**src/verilog/io_pkg.sv**
```systemverilog
/*
  io_pkg: peripheral timing, serial framing and status bit layout
*/

package io_pkg;

  // timer prescaler, short for simulation
  localparam int TMR_DIV = 50;
  localparam int TMR_CW  = $clog2(TMR_DIV);
  localparam logic [TMR_CW-1:0] TMR_LAST = TMR_CW'(TMR_DIV - 1);

  // serial bit timing
  localparam int BAUD_DIV = 16;
  localparam int BAUD_CW  = $clog2(BAUD_DIV);
  localparam logic [BAUD_CW-1:0] BAUD_LAST = BAUD_CW'(BAUD_DIV - 1);
  localparam logic [BAUD_CW-1:0] BAUD_MID  = BAUD_CW'(BAUD_DIV / 2 - 1);

  // 8N1 framing: start, eight data bits, stop
  localparam int SER_DATA_BITS  = 8;
  localparam int SER_FRAME_BITS = SER_DATA_BITS + 2;
  localparam int SER_CNT_W      = $clog2(SER_FRAME_BITS);
  localparam logic [SER_CNT_W-1:0] SER_LAST_BIT = SER_CNT_W'(SER_FRAME_BITS - 1);

  // serial status word
  localparam int SER_RX_RDY = 0;
  localparam int SER_TX_RDY = 1;

  // board I/O widths
  localparam int LED_W = 9;
  localparam int SW_W  = 18;

endpackage

```
**src/verilog/soc_map_pkg.sv**
```systemverilog
/*
  soc_map_pkg: RISC5 memory map, bus widths, RAM size and I/O register indices
*/

package soc_map_pkg;

  // bus widths
  localparam int ADR_W  = 24;
  localparam int DATA_W = 32;

  // RAM region, selected by the upper address nibble
  localparam logic [3:0] RAM_REGION = 4'h0;
  localparam int RAM_WORDS = 1024;
  // word index plus two byte bits
  localparam int RAM_AW = $clog2(RAM_WORDS) + 2;

  // I/O block occupies the top 64 bytes of the address space
  localparam logic [ADR_W-7:0] IO_PREFIX = '1;

  // register index from adr[5:2]
  localparam logic [3:0] DEV_TMR      = 4'd0;
  localparam logic [3:0] DEV_BIO      = 4'd1;
  localparam logic [3:0] DEV_SER_DATA = 4'd2;
  localparam logic [3:0] DEV_SER_STAT = 4'd3;

endpackage

```
**src/verilog/io_bus_if.sv**
```systemverilog
/*
  io_bus_if: register bus between the address decoder and one peripheral
*/

`timescale 1ns/1ps

interface io_bus_if;

  // device selected by the decoder
  logic en;
  // register select inside the device
  logic sel;
  logic rd;
  logic wr;
  logic [soc_map_pkg::DATA_W-1:0] din;
  logic [soc_map_pkg::DATA_W-1:0] dout;

  modport dec (
    output en, sel, rd, wr, din,
    input  dout
  );

  modport dev (
    input  en, sel, rd, wr, din,
    output dout
  );

endinterface

```
**src/verilog/bio.sv**
```systemverilog
/*
  bio: board I/O, green LED register and synchronized slide switches
*/

`timescale 1ns/1ps

module bio (
  input  logic                    clk,
  input  logic                    rst,
  io_bus_if.dev                   bus,
  output logic [io_pkg::LED_W-1:0] led_g,
  input  logic [io_pkg::SW_W-1:0]  sw
);

  logic [io_pkg::SW_W-1:0] sw_meta;
  logic [io_pkg::SW_W-1:0] sw_q;

  // two-stage synchronizer for the asynchronous switches
  always_ff @(posedge clk) begin
    sw_meta <= sw;
    sw_q    <= sw_meta;
  end

  always_ff @(posedge clk) begin
    if (rst) begin
      led_g <= '0;
    end else if (bus.en && bus.wr) begin
      led_g <= bus.din[io_pkg::LED_W-1:0];
    end
  end

  // switches zero-extended to the bus width
  always_comb begin
    bus.dout = '0;
    bus.dout[io_pkg::SW_W-1:0] = sw_q;
  end

endmodule

```
**src/flat_wrapper.sv**
```systemverilog
// flat-port wrapper written by rule: the top's interface ports become plain ports
module bio_flat 
  (clk, rst, led_g, sw, bus_en, bus_sel, bus_rd, bus_wr, bus_din, bus_dout);
  io_bus_if bus_i ();
  input  logic clk;
  input  logic rst;
  output logic [io_pkg::LED_W-1:0] led_g;
  input  logic [io_pkg::SW_W-1:0] sw;
  input wire logic [$bits(bus_i.en)-1:0] bus_en;
  input wire logic [$bits(bus_i.sel)-1:0] bus_sel;
  input wire logic [$bits(bus_i.rd)-1:0] bus_rd;
  input wire logic [$bits(bus_i.wr)-1:0] bus_wr;
  input wire logic [$bits(bus_i.din)-1:0] bus_din;
  output wire logic [$bits(bus_i.dout)-1:0] bus_dout;
  assign bus_i.en = bus_en;
  assign bus_i.sel = bus_sel;
  assign bus_i.rd = bus_rd;
  assign bus_i.wr = bus_wr;
  assign bus_i.din = bus_din;
  assign bus_dout = bus_i.dout;
  bio u_core (.clk(clk), .rst(rst), .bus(bus_i), .led_g(led_g), .sw(sw));
endmodule
```
**config.mk**
```make
export PLATFORM = sky130hd
export DESIGN_NAME = bio_flat
export DESIGN_NICKNAME = d
export VERILOG_FILES = /design/src/verilog/io_pkg.sv /design/src/verilog/soc_map_pkg.sv /design/src/verilog/io_bus_if.sv /design/src/verilog/bio.sv /design/src/flat_wrapper.sv
export SDC_FILE = /design/constraint.sdc
export NUM_CORES = 1
export LEC_CHECK = 0
export CAP_MARGIN = 20
export CORE_MARGIN = 4
export CORE_UTILIZATION = 50
export CTS_CLUSTER_DIAMETER = 80
export DETAILED_ROUTE_END_ITERATION = 12
export DONT_BUFFER_PORTS = 1
export GPL_TIMING_DRIVEN = 0
export PLACE_DENSITY = 0.72
export REMOVE_ABC_BUFFERS = 1
export SYNTH_ARGS = -nofsm -noshare
export SYNTH_HDL_FRONTEND = slang
export SYNTH_SLANG_ARGS = --single-unit
```
**constraint.sdc**
```tcl
create_clock -name clk -period 0.9 [get_ports clk]
set_input_delay 0 -clock clk [delete_from_list [all_inputs] [get_ports clk]]
set_output_delay 0 -clock clk [all_outputs]
set_load 0.02 [all_outputs]
```
== After elaboration in Yosys (flattened, before gate mapping) ==
Cells that the tools add are included.

* Register bits: 45
* Bits of input ports: 56
* Output and inout bits: 41

* Reduce and logical (&&, ||, !) cells: 1

{| class="wikitable"
|+ Operators by type and width
! operator !! count
|-
| $logic_and A1 B1 Y1 || 1
|}

== Depth between registers and ports, before layout ==
Gate-level depths: netlist of run 1.

* Depth in word-level cells: 1
* Mapped depth: 4
* Gate-level depth less buffers: 2

== Least setup slack after synthesis of run 1 ==
No wires, ideal clock.

* Path kind: register to register
* Start: register u_core.led_g[0] (netlist name)
* End: register u_core.led_g[0] (netlist bit)
* Arrival time: 761 ps
* Required time: 830 ps
* Path slack: 68 ps
* Cell stages (with the launch flop): 3
* Path buffers: 0
* Cell sequence: dfxtp_1 a21bo_2 a21oi_1

{| class="wikitable"
|+ RTL lines
! item !! RTL line !! RTL
|-
| end signal: assignment || bio.sv:28 || <nowiki>led_g <= bus.din[io_pkg::LED_W-1:0];</nowiki>
|-
| end: declaration || bio.sv:11 || <nowiki>output logic [io_pkg::LED_W-1:0] led_g,</nowiki>
|}

==> key figures, run 1 <==
Clocking
  – H-tree Lvls: 2
  – Post-CTS Repair Setup Buffers: 0
  – CTS Buffer Depth: 2
  – Worst-Skew Late Latency: about 0.35 ns
  – Clk slew on worst S/H paths: between 0.1 and 0.15 ns
  – CTS tree: done
  – CTS buffer count: 5
  – TritonCTS Sinks: 45
  – Clock Tree Root: clkbuf_4

Final layout
  – Share of layout cells above drive strength 1: 20.5%
  – Filler Cells Inserted: 158
  – Layout Nets: around 180
  – Diodes inserted: 0
  – Finished Layout Cells: 150
  – Layout Utilization: 67.8%
  – Commonest non-fill, non-tap cell in the layout: dfxtp_1
  – Area delta synth->final: 24.6%
  – Most frequent cells in the layout: dfxtp_1 (36), dlygate4sd3_1 (28), conb_1 (14)

Power and ir drop
  – Clock network fraction of total power: 32.8%
  – Internal power: 2.80 mW
  – Switching pwr: 787 uW
  – Switching portion of total power: 21.9%
  – Leak: around 0.64 nW
  – Overall power: roughly 3.6 mW
  – Combinational share of power: 5.4%
  – Worst VDD drop: 2.23 mV
  – Cell Pwr Density: 2320 mW/mm2
  – Reg power frac: 61.7%

Worst setup path
  – CP delay by family, top: flip-flops
  – Worst path arrival time: 1.12 ns
  – Setup CP Type: flop to flop
  – Buf/Inv on CP: 0
  – Cell count along the critical path: 2
  – Slowest stage cell, crit path: dfxtp_2
  – Crit. End Element: flop
  – CP required: 1.17 ns
  – Reg2reg path depth: 2
  – Worst-path maximum fanout: 2
  – CP Launch Type: flop
  – Worst-path cell chain: a21bo_2 -> a21oi_1
  – CP max stage delay: 0.41 ns

Global route
  – First-pass GRT wire length: roughly 3.1 mm
  – GRT overflow: 0
  – Antenna violations before repair: 0
  – Largest net degree at the start of global routing: 19
  – Vias in the first global route: 660
  – Tot GR Track Use: between 10% and 20%

Detailed routing
  – WL/cell: 14.2 um
  – Drc violations: 0
  – Via count: 694
  – 1st-iter DRT viols: 31
  – ANT nets after route: 0
  – WL final: 2.13 mm
  – Avg Vias per Cell: 4.63
  – Detailed Routing Iterations Pass 1: 2

Die
  – Die X: between 50 and 60 um
  – I/O pins: 97
  – Core Region: 0.00228 mm2
  – Die area: 0.00334 mm2
  – Die Y: 57.8 um
  – FP Rows: 17
  – Initial Util: 54.4%

Synthesis
  – Yosys reg bits: 45
  – Cells after Synth: 92
  – Mapped cell area: ~0.0012 mm2
  – Netlist cell types: 10
  – Ys Warns: 0
  – Seq/Total Area, Yosys: 72.7%
  – Syn Area/Cell: 13.5 um2

Timing
  – Fmax: 1.17 GHz
  – Max Transition Viols Final: 0
  – RSZ-0062 raised after global routing: false
  – Final setup fails: 0
  – Clock Skew: 0.00826 ns
  – Final worst path period share: 95.0%
  – Fin. Hold Viols: 9
  – WHS: -0.202 ns
  – Setup_tns: 0 ns
  – Minimum clock period: 0.855 ns

Min path
  – Hold Crit Class: input port to flop
  – Hold Path Depth: 2

Placed design
  – Routability cong.: 0.716
  – Port Buffers: 0
  – Placed Cells: 114
  – Dpl hpwl: 1.30 mm

Flow run
  – Number of max-cap violations: 0

Status
  – Failing checks: negative hold slack
  – Run status: finished, violations left
## final timing paths
kind                      start               to  slack [ns]
max             u_core.led_g[3]  u_core.led_g[3]        0.05
min                      bus_en  u_core.led_g[7]       -0.20
max reg2reg     u_core.led_g[3]  u_core.led_g[3]        0.05
min reg2reg  u_core.sw_meta[13]  u_core.sw_q[13]        0.34
## state kept, by name (all words and copies together), names as in the netlist
| signal | cells |
|---|---|
| u_core.sw_q | 18 |
| u_core.led_g | 9 |
| u_core.sw_meta | 18 |
## layout make-up
cell class	count	area [um2]	area share, %
clock buffer	6	41.3	2.67
tap	28	35.0	2.27
multi-input combinational	41	236	15.3
clock inverter	2	38.8	2.51
timing repair buffer	28	280	18.2
sequential	45	912	59.1
## per-layer routing
layer  wire length, um  track usage, %  part of all wire [%]  vias to the layer above
met5                 0               0                     0                        -
met4                49            8.94                   2.3                        0
met3               391            9.58                    18                        7
met2              1030            20.0                    48                       53
met1               657            11.6                    31                      303
li1                  -               -                     -                      331
## Yosys cell counts
cell,instances,share of area (%)
a21bo_2,8,6.5
conb_1,1,0.30
dfxtp_1,45,73
nand3_1,9,3.6
buf_4,15,9.1
a21oi_2,1,0.71
buf_1,1,0.30
a21oi_1,8,3.2
buf_6,3,2.7
a21bo_1,1,0.81
## timing repair
item	4_1_cts	5_1_grt
hold buffers	18	10
endpoints found under the hold margin	27	9
endpoints found under the setup margin	5	4
gates resized for setup	5	4
pin swaps	0	0
gates cloned	0	0
## power by group through the flow
stage               clock network, mW  logic, mW  registers (mW)
floorplan                           0     0.0868            2.24
global placement                    0     0.0881            2.25
detailed placement                  0     0.0907            2.26
CTS                              1.23      0.151            2.21
global route                     1.30      0.212            2.23
finish                           1.18      0.195            2.21
## kinds of logic after synthesis
group / Yosys count / share of synthesized area [%]
flops: 45 / 72.7
buf+inv: 19 / 12.1
other cells: 1 / 0.303
compound gates: 18 / 11.2
simple gates: 9 / 3.64
## metrics by stage
step	cell area, um2	setup slack [ns]
after floorplan	1140	0.0692
after global placement	1170	0.0385
after detailed placement	1170	0.0147
after CTS	1440	0.000486
after global routing	1540	0.00349
final	1540	0.0454
Note: power is estimated with default switching activity, not from simulation.
==> inputs of run 2 (changes only) <==
==> constraint.sdc (replaced) <==
create_clock -name clk -period 0.8 [get_ports clk]
set_input_delay 0.04 -clock clk [delete_from_list [all_inputs] [get_ports clk]]
set_output_delay 0.04 -clock clk [all_outputs]
set_load 0.02 [all_outputs]
==> run 2 against run 1 <==
Effect of this change:
- worst hold slack improved by 0.053 ns
- the run ends with negative hold slack, negative setup slack left
- routed wire length grew 18%
- sequential cell count is the same
- register-to-register slack worse by 0.09 ns
- sequential share of layout area shrank 0.61 points
- global-route usage up 2.3 points
- die area stayed put
- critical path depth unchanged
- non-clock buffer count stayed put
- combinational power grew 30%
- clock power up 16%
==> key figures, run 2 (same netlist as run 1, synthesis figures left out) <==
Status
  – Run status: finished, violations left (unchanged)
  – Failing checks: negative hold slack, negative setup slack (was negative hold slack)

Final layout
  – Filler Cells Inserted: 146 (was 158)
  – Share of layout cells above drive strength 1: 41.8% (was 20.5%)
  – Diodes inserted: 0 (unchanged)
  – Area delta synth->final: 38.4% (was 24.6%)
  – Layout Nets: 177 (unchanged)
  – Design Area, Final: 0.00171 mm2 (was 0.00154 mm2)
  – Layout Utilization: 75.3% (was 67.8%)
  – Regs by FF count: u_core.sw_meta: 18 flops, u_core.sw_q: 18 flops, u_core.led_g: 9 flops (unchanged)
  – Commonest non-fill, non-tap cell in the layout: dlygate4sd3_1 (was dfxtp_1)
  – Most frequent cells in the layout: dlygate4sd3_1 (28), dfxtp_4 (27), dfxtp_1 (18) (was dfxtp_1 (36), dlygate4sd3_1 (28), conb_1 (14))

Detailed routing
  – Detailed Routing Iterations Pass 1: 4 (was 2)
  – ANT nets after route: 0 (unchanged)
  – Drc violations: 0 (unchanged)
  – Avg Vias per Cell: 4.82 (was 4.63)
  – Via count: 723 (was 694)
  – WL final: 2.51 mm (was 2.13 mm)
  – WL/cell: 16.7 um (was 14.2 um)
  – 1st-iter DRT viols: 59 (was 31)

Worst setup path
  – Setup CP Type: flop to flop (unchanged)
  – Crit. End Element: flop (unchanged)
  – CP required: 1.08 ns (was 1.17 ns)
  – Worst path arrival time: 1.12 ns (about the same)
  – CP Launch Type: flop (unchanged)
  – Worst-path maximum fanout: 2 (unchanged)

Clocking
  – CTS buffer count: 5 (unchanged)
  – Clock Tree Root: clkbuf_4 (unchanged)
  – CTS tree: done (unchanged)
  – Hold buffer count at cts: 28 (was 18)
  – Worst-Skew Late Latency: 0.34 ns (was 0.35 ns)
  – H-tree Lvls: 2 (unchanged)
  – Clk slew on worst S/H paths: 0.13 ns (was 0.12 ns)
  – CTS Buffer Depth: 2 (unchanged)
  – Post-CTS Repair Setup Buffers: 0 (unchanged)
  – TritonCTS Sinks: 45 (unchanged)

Global route
  – Largest net degree at the start of global routing: 19 (unchanged)
  – Tot GR Track Use: 15.2% (was 12.9%)
  – GRT overflow: 0 (unchanged)
  – First-pass GRT wire length: 3.62 mm (was 3.07 mm)
  – Vias in the first global route: 764 (was 660)
  – Antenna violations before repair: 0 (unchanged)

Timing
  – Clock Skew: 0.00532 ns (was 0.00826 ns)
  – WHS: -0.149 ns (was -0.202 ns)
  – Final worst path period share: 106% (was 95.0%)
  – Max Transition Viols Final: 0 (unchanged)
  – Fin. Hold Viols: 9 (unchanged)
  – Worst-Margin Slew: 0.535 ns
  – Slew margin rel.: between 60% and 70%
  – Final setup margin: -0.0452 ns (was 0.0454 ns)
  – Fmax: 1.18 GHz (was 1.17 GHz)
  – RSZ-0062 raised after global routing: true (was false)
  – Final setup fails: 5 (was 0)
  – Minimum clock period: 0.845 ns (was 0.855 ns)

Placed design
  – Dpl hpwl: 1.30 mm (unchanged)
  – Routability cong.: 0.716 (unchanged)
  – Post-Place Worst Slack: -0.0853 ns (was 0.0147 ns)
  – Port Buffers: 0 (unchanged)
  – Post-DP Area: 0.00117 mm2 (unchanged)

Min path
  – Hold Crit Class: input port to flop (unchanged)

Die
  – Die Y: 57.8 um (unchanged)
  – Die area: 0.00334 mm2 (unchanged)
  – Core Region: 0.00228 mm2 (unchanged)
  – Initial Util: 54.4% (unchanged)
  – FP Rows: 17 (unchanged)
  – Die X: 57.8 um (unchanged)
  – I/O pins: 97 (unchanged)

Power and ir drop
  – Leak: 0.666 nW (was 0.642 nW)
  – Worst VDD drop: 2.39 mV (was 2.23 mV)
  – Cell Pwr Density: 2380 mW/mm2 (was 2320 mW/mm2)
  – Overall power: 4.07 mW (was 3.59 mW)

Flow run
  – Number of max-cap violations: 0 (unchanged)
-- run 2: cell counts in the layout (fill, tap and decap cells not counted) --
No cell type changed its count.
-- run 2: cell type report --
| type | count | area (um2) | area share [%] |
|---|---|---|---|
| clock buffers | 6 | 41.3 | 2.41 |
| flip-flops and latches | 45 | 1000 | 58.5 |
| multi-input cells | 41 | 317 | 18.5 |
| well taps | 28 | 35.0 | 2.04 |
| clock inverters | 2 | 38.8 | 2.26 |
| repair buffers | 28 | 280 | 16.4 |
-- run 2: report_power, final --
| part | total, mW | switching (mW) | leakage (nW) | internal, mW |
|---|---|---|---|---|
| Clock | 1.37 | 0.702 | 0.0424 | 0.666 |
| Combinational | 0.254 | 0.113 | 0.233 | 0.141 |
| Sequential | 2.45 | 0.132 | 0.390 | 2.32 |
| Total | 4.07 | 0.946 | 0.666 | 3.13 |
-- run 2: repair_timing --
action | 4_1_cts | 5_1_grt
setup endpoints to repair | 36 | 36
gates resized for setup | 55 | 15
hold endpoints to repair | 27 | 9
pin swaps | 8 | 1
-- run 2: worst max-delay path, stage by stage, from the launching register on --
cell and delay [ns]:
dfxtp_4 0.42, a21bo_4 0.23, a21oi_2 0.13
-- run 2: per-layer routing --
layer	global-route usage, %	wire length, um	up-vias
met5	0	0	-
met4	8.94	51	0
met3	9.13	377	8
met2	26.0	1240	53
met1	13.6	838	333
li1	-	-	329
-- run 2: final timing paths --
kind / end / slack [ns] / start / cells past startpoint
max reg2reg: u_core.led_g[3] / -0.05 / u_core.led_g[3] / 2
max: u_core.led_g[3] / -0.05 / u_core.led_g[3] / 2
min: u_core.led_g[7] / -0.15 / bus_en / 2
min reg2reg: u_core.sw_q[14] / 0.33 / u_core.sw_meta[14] / 0
-- run 2: stage by stage --
stage / hold slack [ns] / setup TNS (ns) / std cells
2_1_floorplan: 0.0677 / -0.269 / 86
3_3_place_gp: 0.0678 / -0.488 / 114
3_5_place_dp: 0.0678 / -0.666 / 114
4_1_cts: -0.176 / -0.0238 / 150
5_1_grt: -0.168 / -0.835 / 150
6_report: -0.149 / -0.0826 / 150
==> inputs of run 3 (changes only) <==
--- a/config.mk
+++ b/config.mk
@@ -7,13 +7,15 @@
 export LEC_CHECK = 0
 export CAP_MARGIN = 20
 export CORE_MARGIN = 4
-export CORE_UTILIZATION = 50
+export CORE_UTILIZATION = 58
 export CTS_CLUSTER_DIAMETER = 80
 export DETAILED_ROUTE_END_ITERATION = 12
 export DONT_BUFFER_PORTS = 1
 export GPL_TIMING_DRIVEN = 0
-export PLACE_DENSITY = 0.72
+export PLACE_DENSITY = 0.81
 export REMOVE_ABC_BUFFERS = 1
+export SKIP_LAST_GASP = 1
 export SYNTH_ARGS = -nofsm -noshare
 export SYNTH_HDL_FRONTEND = slang
 export SYNTH_SLANG_ARGS = --single-unit
+export TNS_END_PERCENT = 30
==> run 3 against run 2 <==
Effect of this change:
- the run still ends with negative hold slack, negative setup slack left
- utilization rose by 6.6 points
- setup slack got worse by 0.0047 ns
- final cell count down 1.3%
- sequential cell count stayed put
- power is 7.5% lower
- design area shrank 4.4%
- first-iteration DRC count fell by 76%
- largest cell class unchanged
==> key figures, run 3 (same netlist as run 1, synthesis figures left out) <==
Placed design
  – Port Buffers: 0 (unchanged)
  – Post-DP Area: 0.00117 mm2 (about the same)
  – Placed Cells: 113 (was 114)
  – Post-Place Worst Slack: -0.112 ns (was -0.0853 ns)
  – Routability cong.: 0.644 (was 0.716)

Global route
  – First-pass GRT wire length: 3.44 mm (was 3.62 mm)
  – Largest net degree at the start of global routing: 19 (unchanged)
  – Antenna violations before repair: 0 (unchanged)
  – Tot GR Track Use: 18.0% (was 15.2%)
  – Vias in the first global route: 743 (was 764)
  – GRT overflow: 0 (unchanged)

Final layout
  – Regs by FF count: u_core.sw_meta: 18 flops, u_core.sw_q: 18 flops, u_core.led_g: 9 flops (unchanged)
  – Finished Layout Cells: 148 (was 150)
  – Design Area, Final: 0.00164 mm2 (was 0.00171 mm2)
  – Diodes inserted: 0 (unchanged)
  – Commonest non-fill, non-tap cell in the layout: dlygate4sd3_1 (unchanged)
  – Layout Nets: 177 (unchanged)
  – Area delta synth->final: 32.3% (was 38.4%)
  – Most frequent cells in the layout: dlygate4sd3_1 (28), dfxtp_1 (18), conb_1 (14), dfxtp_4 (14), dfxtp_2 (13) (was dlygate4sd3_1 (28), dfxtp_4 (27), dfxtp_1 (18))
  – Filler Cells Inserted: 108 (was 146)
  – Share of layout cells above drive strength 1: 40.5% (was 41.8%)
  – Layout Utilization: 81.9% (was 75.3%)

Worst setup path
  – Worst-path maximum fanout: 2 (unchanged)
  – Crit. End Element: flop (unchanged)
  – CP Launch Type: flop (unchanged)
  – Worst-path cell chain: a21bo_4 -> a21oi_2 (unchanged)
  – CP max stage delay: 0.41 ns (was 0.42 ns)
  – Setup CP Type: flop to flop (unchanged)
  – CP required: 1.06 ns (was 1.08 ns)
  – Slowest stage cell, crit path: dfxtp_4 (unchanged)
  – Worst path arrival time: 1.11 ns (was 1.12 ns)

Timing
  – Max Transition Viols Final: 0 (unchanged)
  – Minimum clock period: 0.850 ns (was 0.845 ns)
  – RSZ-0062 raised after global routing: true (unchanged)
  – Final setup margin: -0.0499 ns (was -0.0452 ns)
  – Final worst path period share: 106% (about the same)
  – Clock Skew: 0.00355 ns (was 0.00532 ns)
  – Worst-Margin Slew: 0.510 ns (was 0.535 ns)
  – Slew margin rel.: 65.9% (was 64.2%)
  – WHS: -0.148 ns (was -0.149 ns)
  – Final setup fails: 5 (unchanged)
  – Setup_tns: -0.0809 ns (was -0.0826 ns)
  – Fmax: 1.18 GHz (about the same)
  – Fin. Hold Viols: 9 (unchanged)

Clocking
  – Clk slew on worst S/H paths: 0.11 ns (was 0.13 ns)
  – TritonCTS Sinks: 45 (unchanged)
  – CTS tree: done (unchanged)
  – Clock Tree Root: clkbuf_4 (unchanged)
  – H-tree Lvls: 2 (unchanged)
  – Worst-Skew Late Latency: 0.34 ns (about the same)
  – CTS Buffer Depth: 2 (unchanged)
  – CTS buffer count: 5 (unchanged)
  – Hold buffer count at cts: 28 (unchanged)

Die
  – I/O pins: 97 (unchanged)
  – Die Y: 54.2 um (was 57.8 um)
  – FP Rows: 16 (was 17)
  – Initial Util: 61.9% (was 54.4%)
  – Core Region: 0.00200 mm2 (was 0.00228 mm2)
  – Die X: 54.2 um (was 57.8 um)
  – Die area: 0.00294 mm2 (was 0.00334 mm2)

Detailed routing
  – WL/cell: 16.6 um (was 16.7 um)
  – ANT nets after route: 0 (unchanged)
  – Detailed Routing Iterations Pass 1: 2 (was 4)
  – Drc violations: 0 (unchanged)
  – 1st-iter DRT viols: 14 (was 59)
  – Via count: 711 (was 723)
  – WL final: 2.46 mm (was 2.51 mm)
  – Avg Vias per Cell: 4.80 (was 4.82)

Status
  – Run status: finished, violations left (unchanged)
  – Failing checks: negative hold slack, negative setup slack (unchanged)

Power and ir drop
  – Internal power: 2.89 mW (was 3.13 mW)
  – Reg power frac: 65.7% (was 60.2%)
  – Switching pwr: 877 uW (was 946 uW)
  – Worst VDD drop: 2.07 mV (was 2.39 mV)
  – Leak: 0.645 nW (was 0.666 nW)
  – Combinational share of power: 6.6% (was 6.2%)
  – Switching portion of total power: 23.3% (was 23.2%)
  – Cell Pwr Density: 2300 mW/mm2 (was 2380 mW/mm2)
  – Clock network fraction of total power: 27.7% (was 33.6%)

Flow run
  – Number of max-cap violations: 0 (unchanged)

Min path
  – Hold Crit Class: input port to flop (unchanged)
-- run 3: changes by cell type in the layout (fill, tap and decap cells not counted), moves of 2 or more --
| cell | change |
|---|---|
| a21oi_1 | +2 |
| a21oi_2 | -2 |
| dfxtp_4 | -13 |
| dfxtp_2 | +13 |
| a21bo_4 | -2 |
| a21bo_2 | +2 |
-- run 3: worst paths after layout --
check / slack [ns] / start / to / cells past startpoint
min reg2reg: 0.33 / u_core.sw_meta[2] / u_core.sw_q[2] / 0
max reg2reg: -0.05 / u_core.led_g[3] / u_core.led_g[3] / 2
max: -0.05 / u_core.led_g[3] / u_core.led_g[3] / 2
min: -0.15 / bus_wr / u_core.led_g[8] / 2
-- run 3: through the flow --
stage	hold slack (ns)	total power, mW
CTS	-0.177	3.82
finish	-0.148	3.77
detailed placement	0.0678	2.64
floorplan	0.0677	2.62
global route	-0.176	3.93
global placement	0.0678	2.63
-- run 3: metal layers --
layer | track usage, % | part of all wire [%] | wire length [um]
met5 | 0 | 0 | 0
met4 | 12.4 | 1.2 | 30
met3 | 8.17 | 13 | 331
met2 | 30.9 | 50 | 1220
met1 | 16.8 | 36 | 880
-- run 3: power groups by stage --
| stage | Sequential, mW | Combinational, mW | Clock [mW] |
|---|---|---|---|
| finish | 2.48 | 0.248 | 1.05 |
| global route | 2.49 | 0.266 | 1.17 |
| detailed placement | 2.54 | 0.102 | 0 |
| CTS | 2.48 | 0.234 | 1.10 |
| global placement | 2.54 | 0.0988 | 0 |
| floorplan | 2.52 | 0.0976 | 0 |
-- run 3: timing repair --
action,CTS,global route
setup endpoints to repair,36,36
buffers inserted,0,0
pin swaps,8,1
gates resized for setup,43,10
hold endpoints to repair,27,9
cloned,0,0
-- run 3: final cells by class --
class                      count  area, um2  share of cell area [%]
multi-input combinational     41        297                    18.1
tap                           27       33.8                    2.06
timing repair buffer          28        280                    17.1
clock inverter                 1       7.51                   0.458
sequential                    45        970                    59.2
clock buffer                   6       51.3                    3.13
-- run 3: critical path, delay by kind of cell (launching register included) --
family | cells | cell delay [ns]
DFF | 1 | 0.41
AOI/OAI and AO/OA | 2 | 0.37
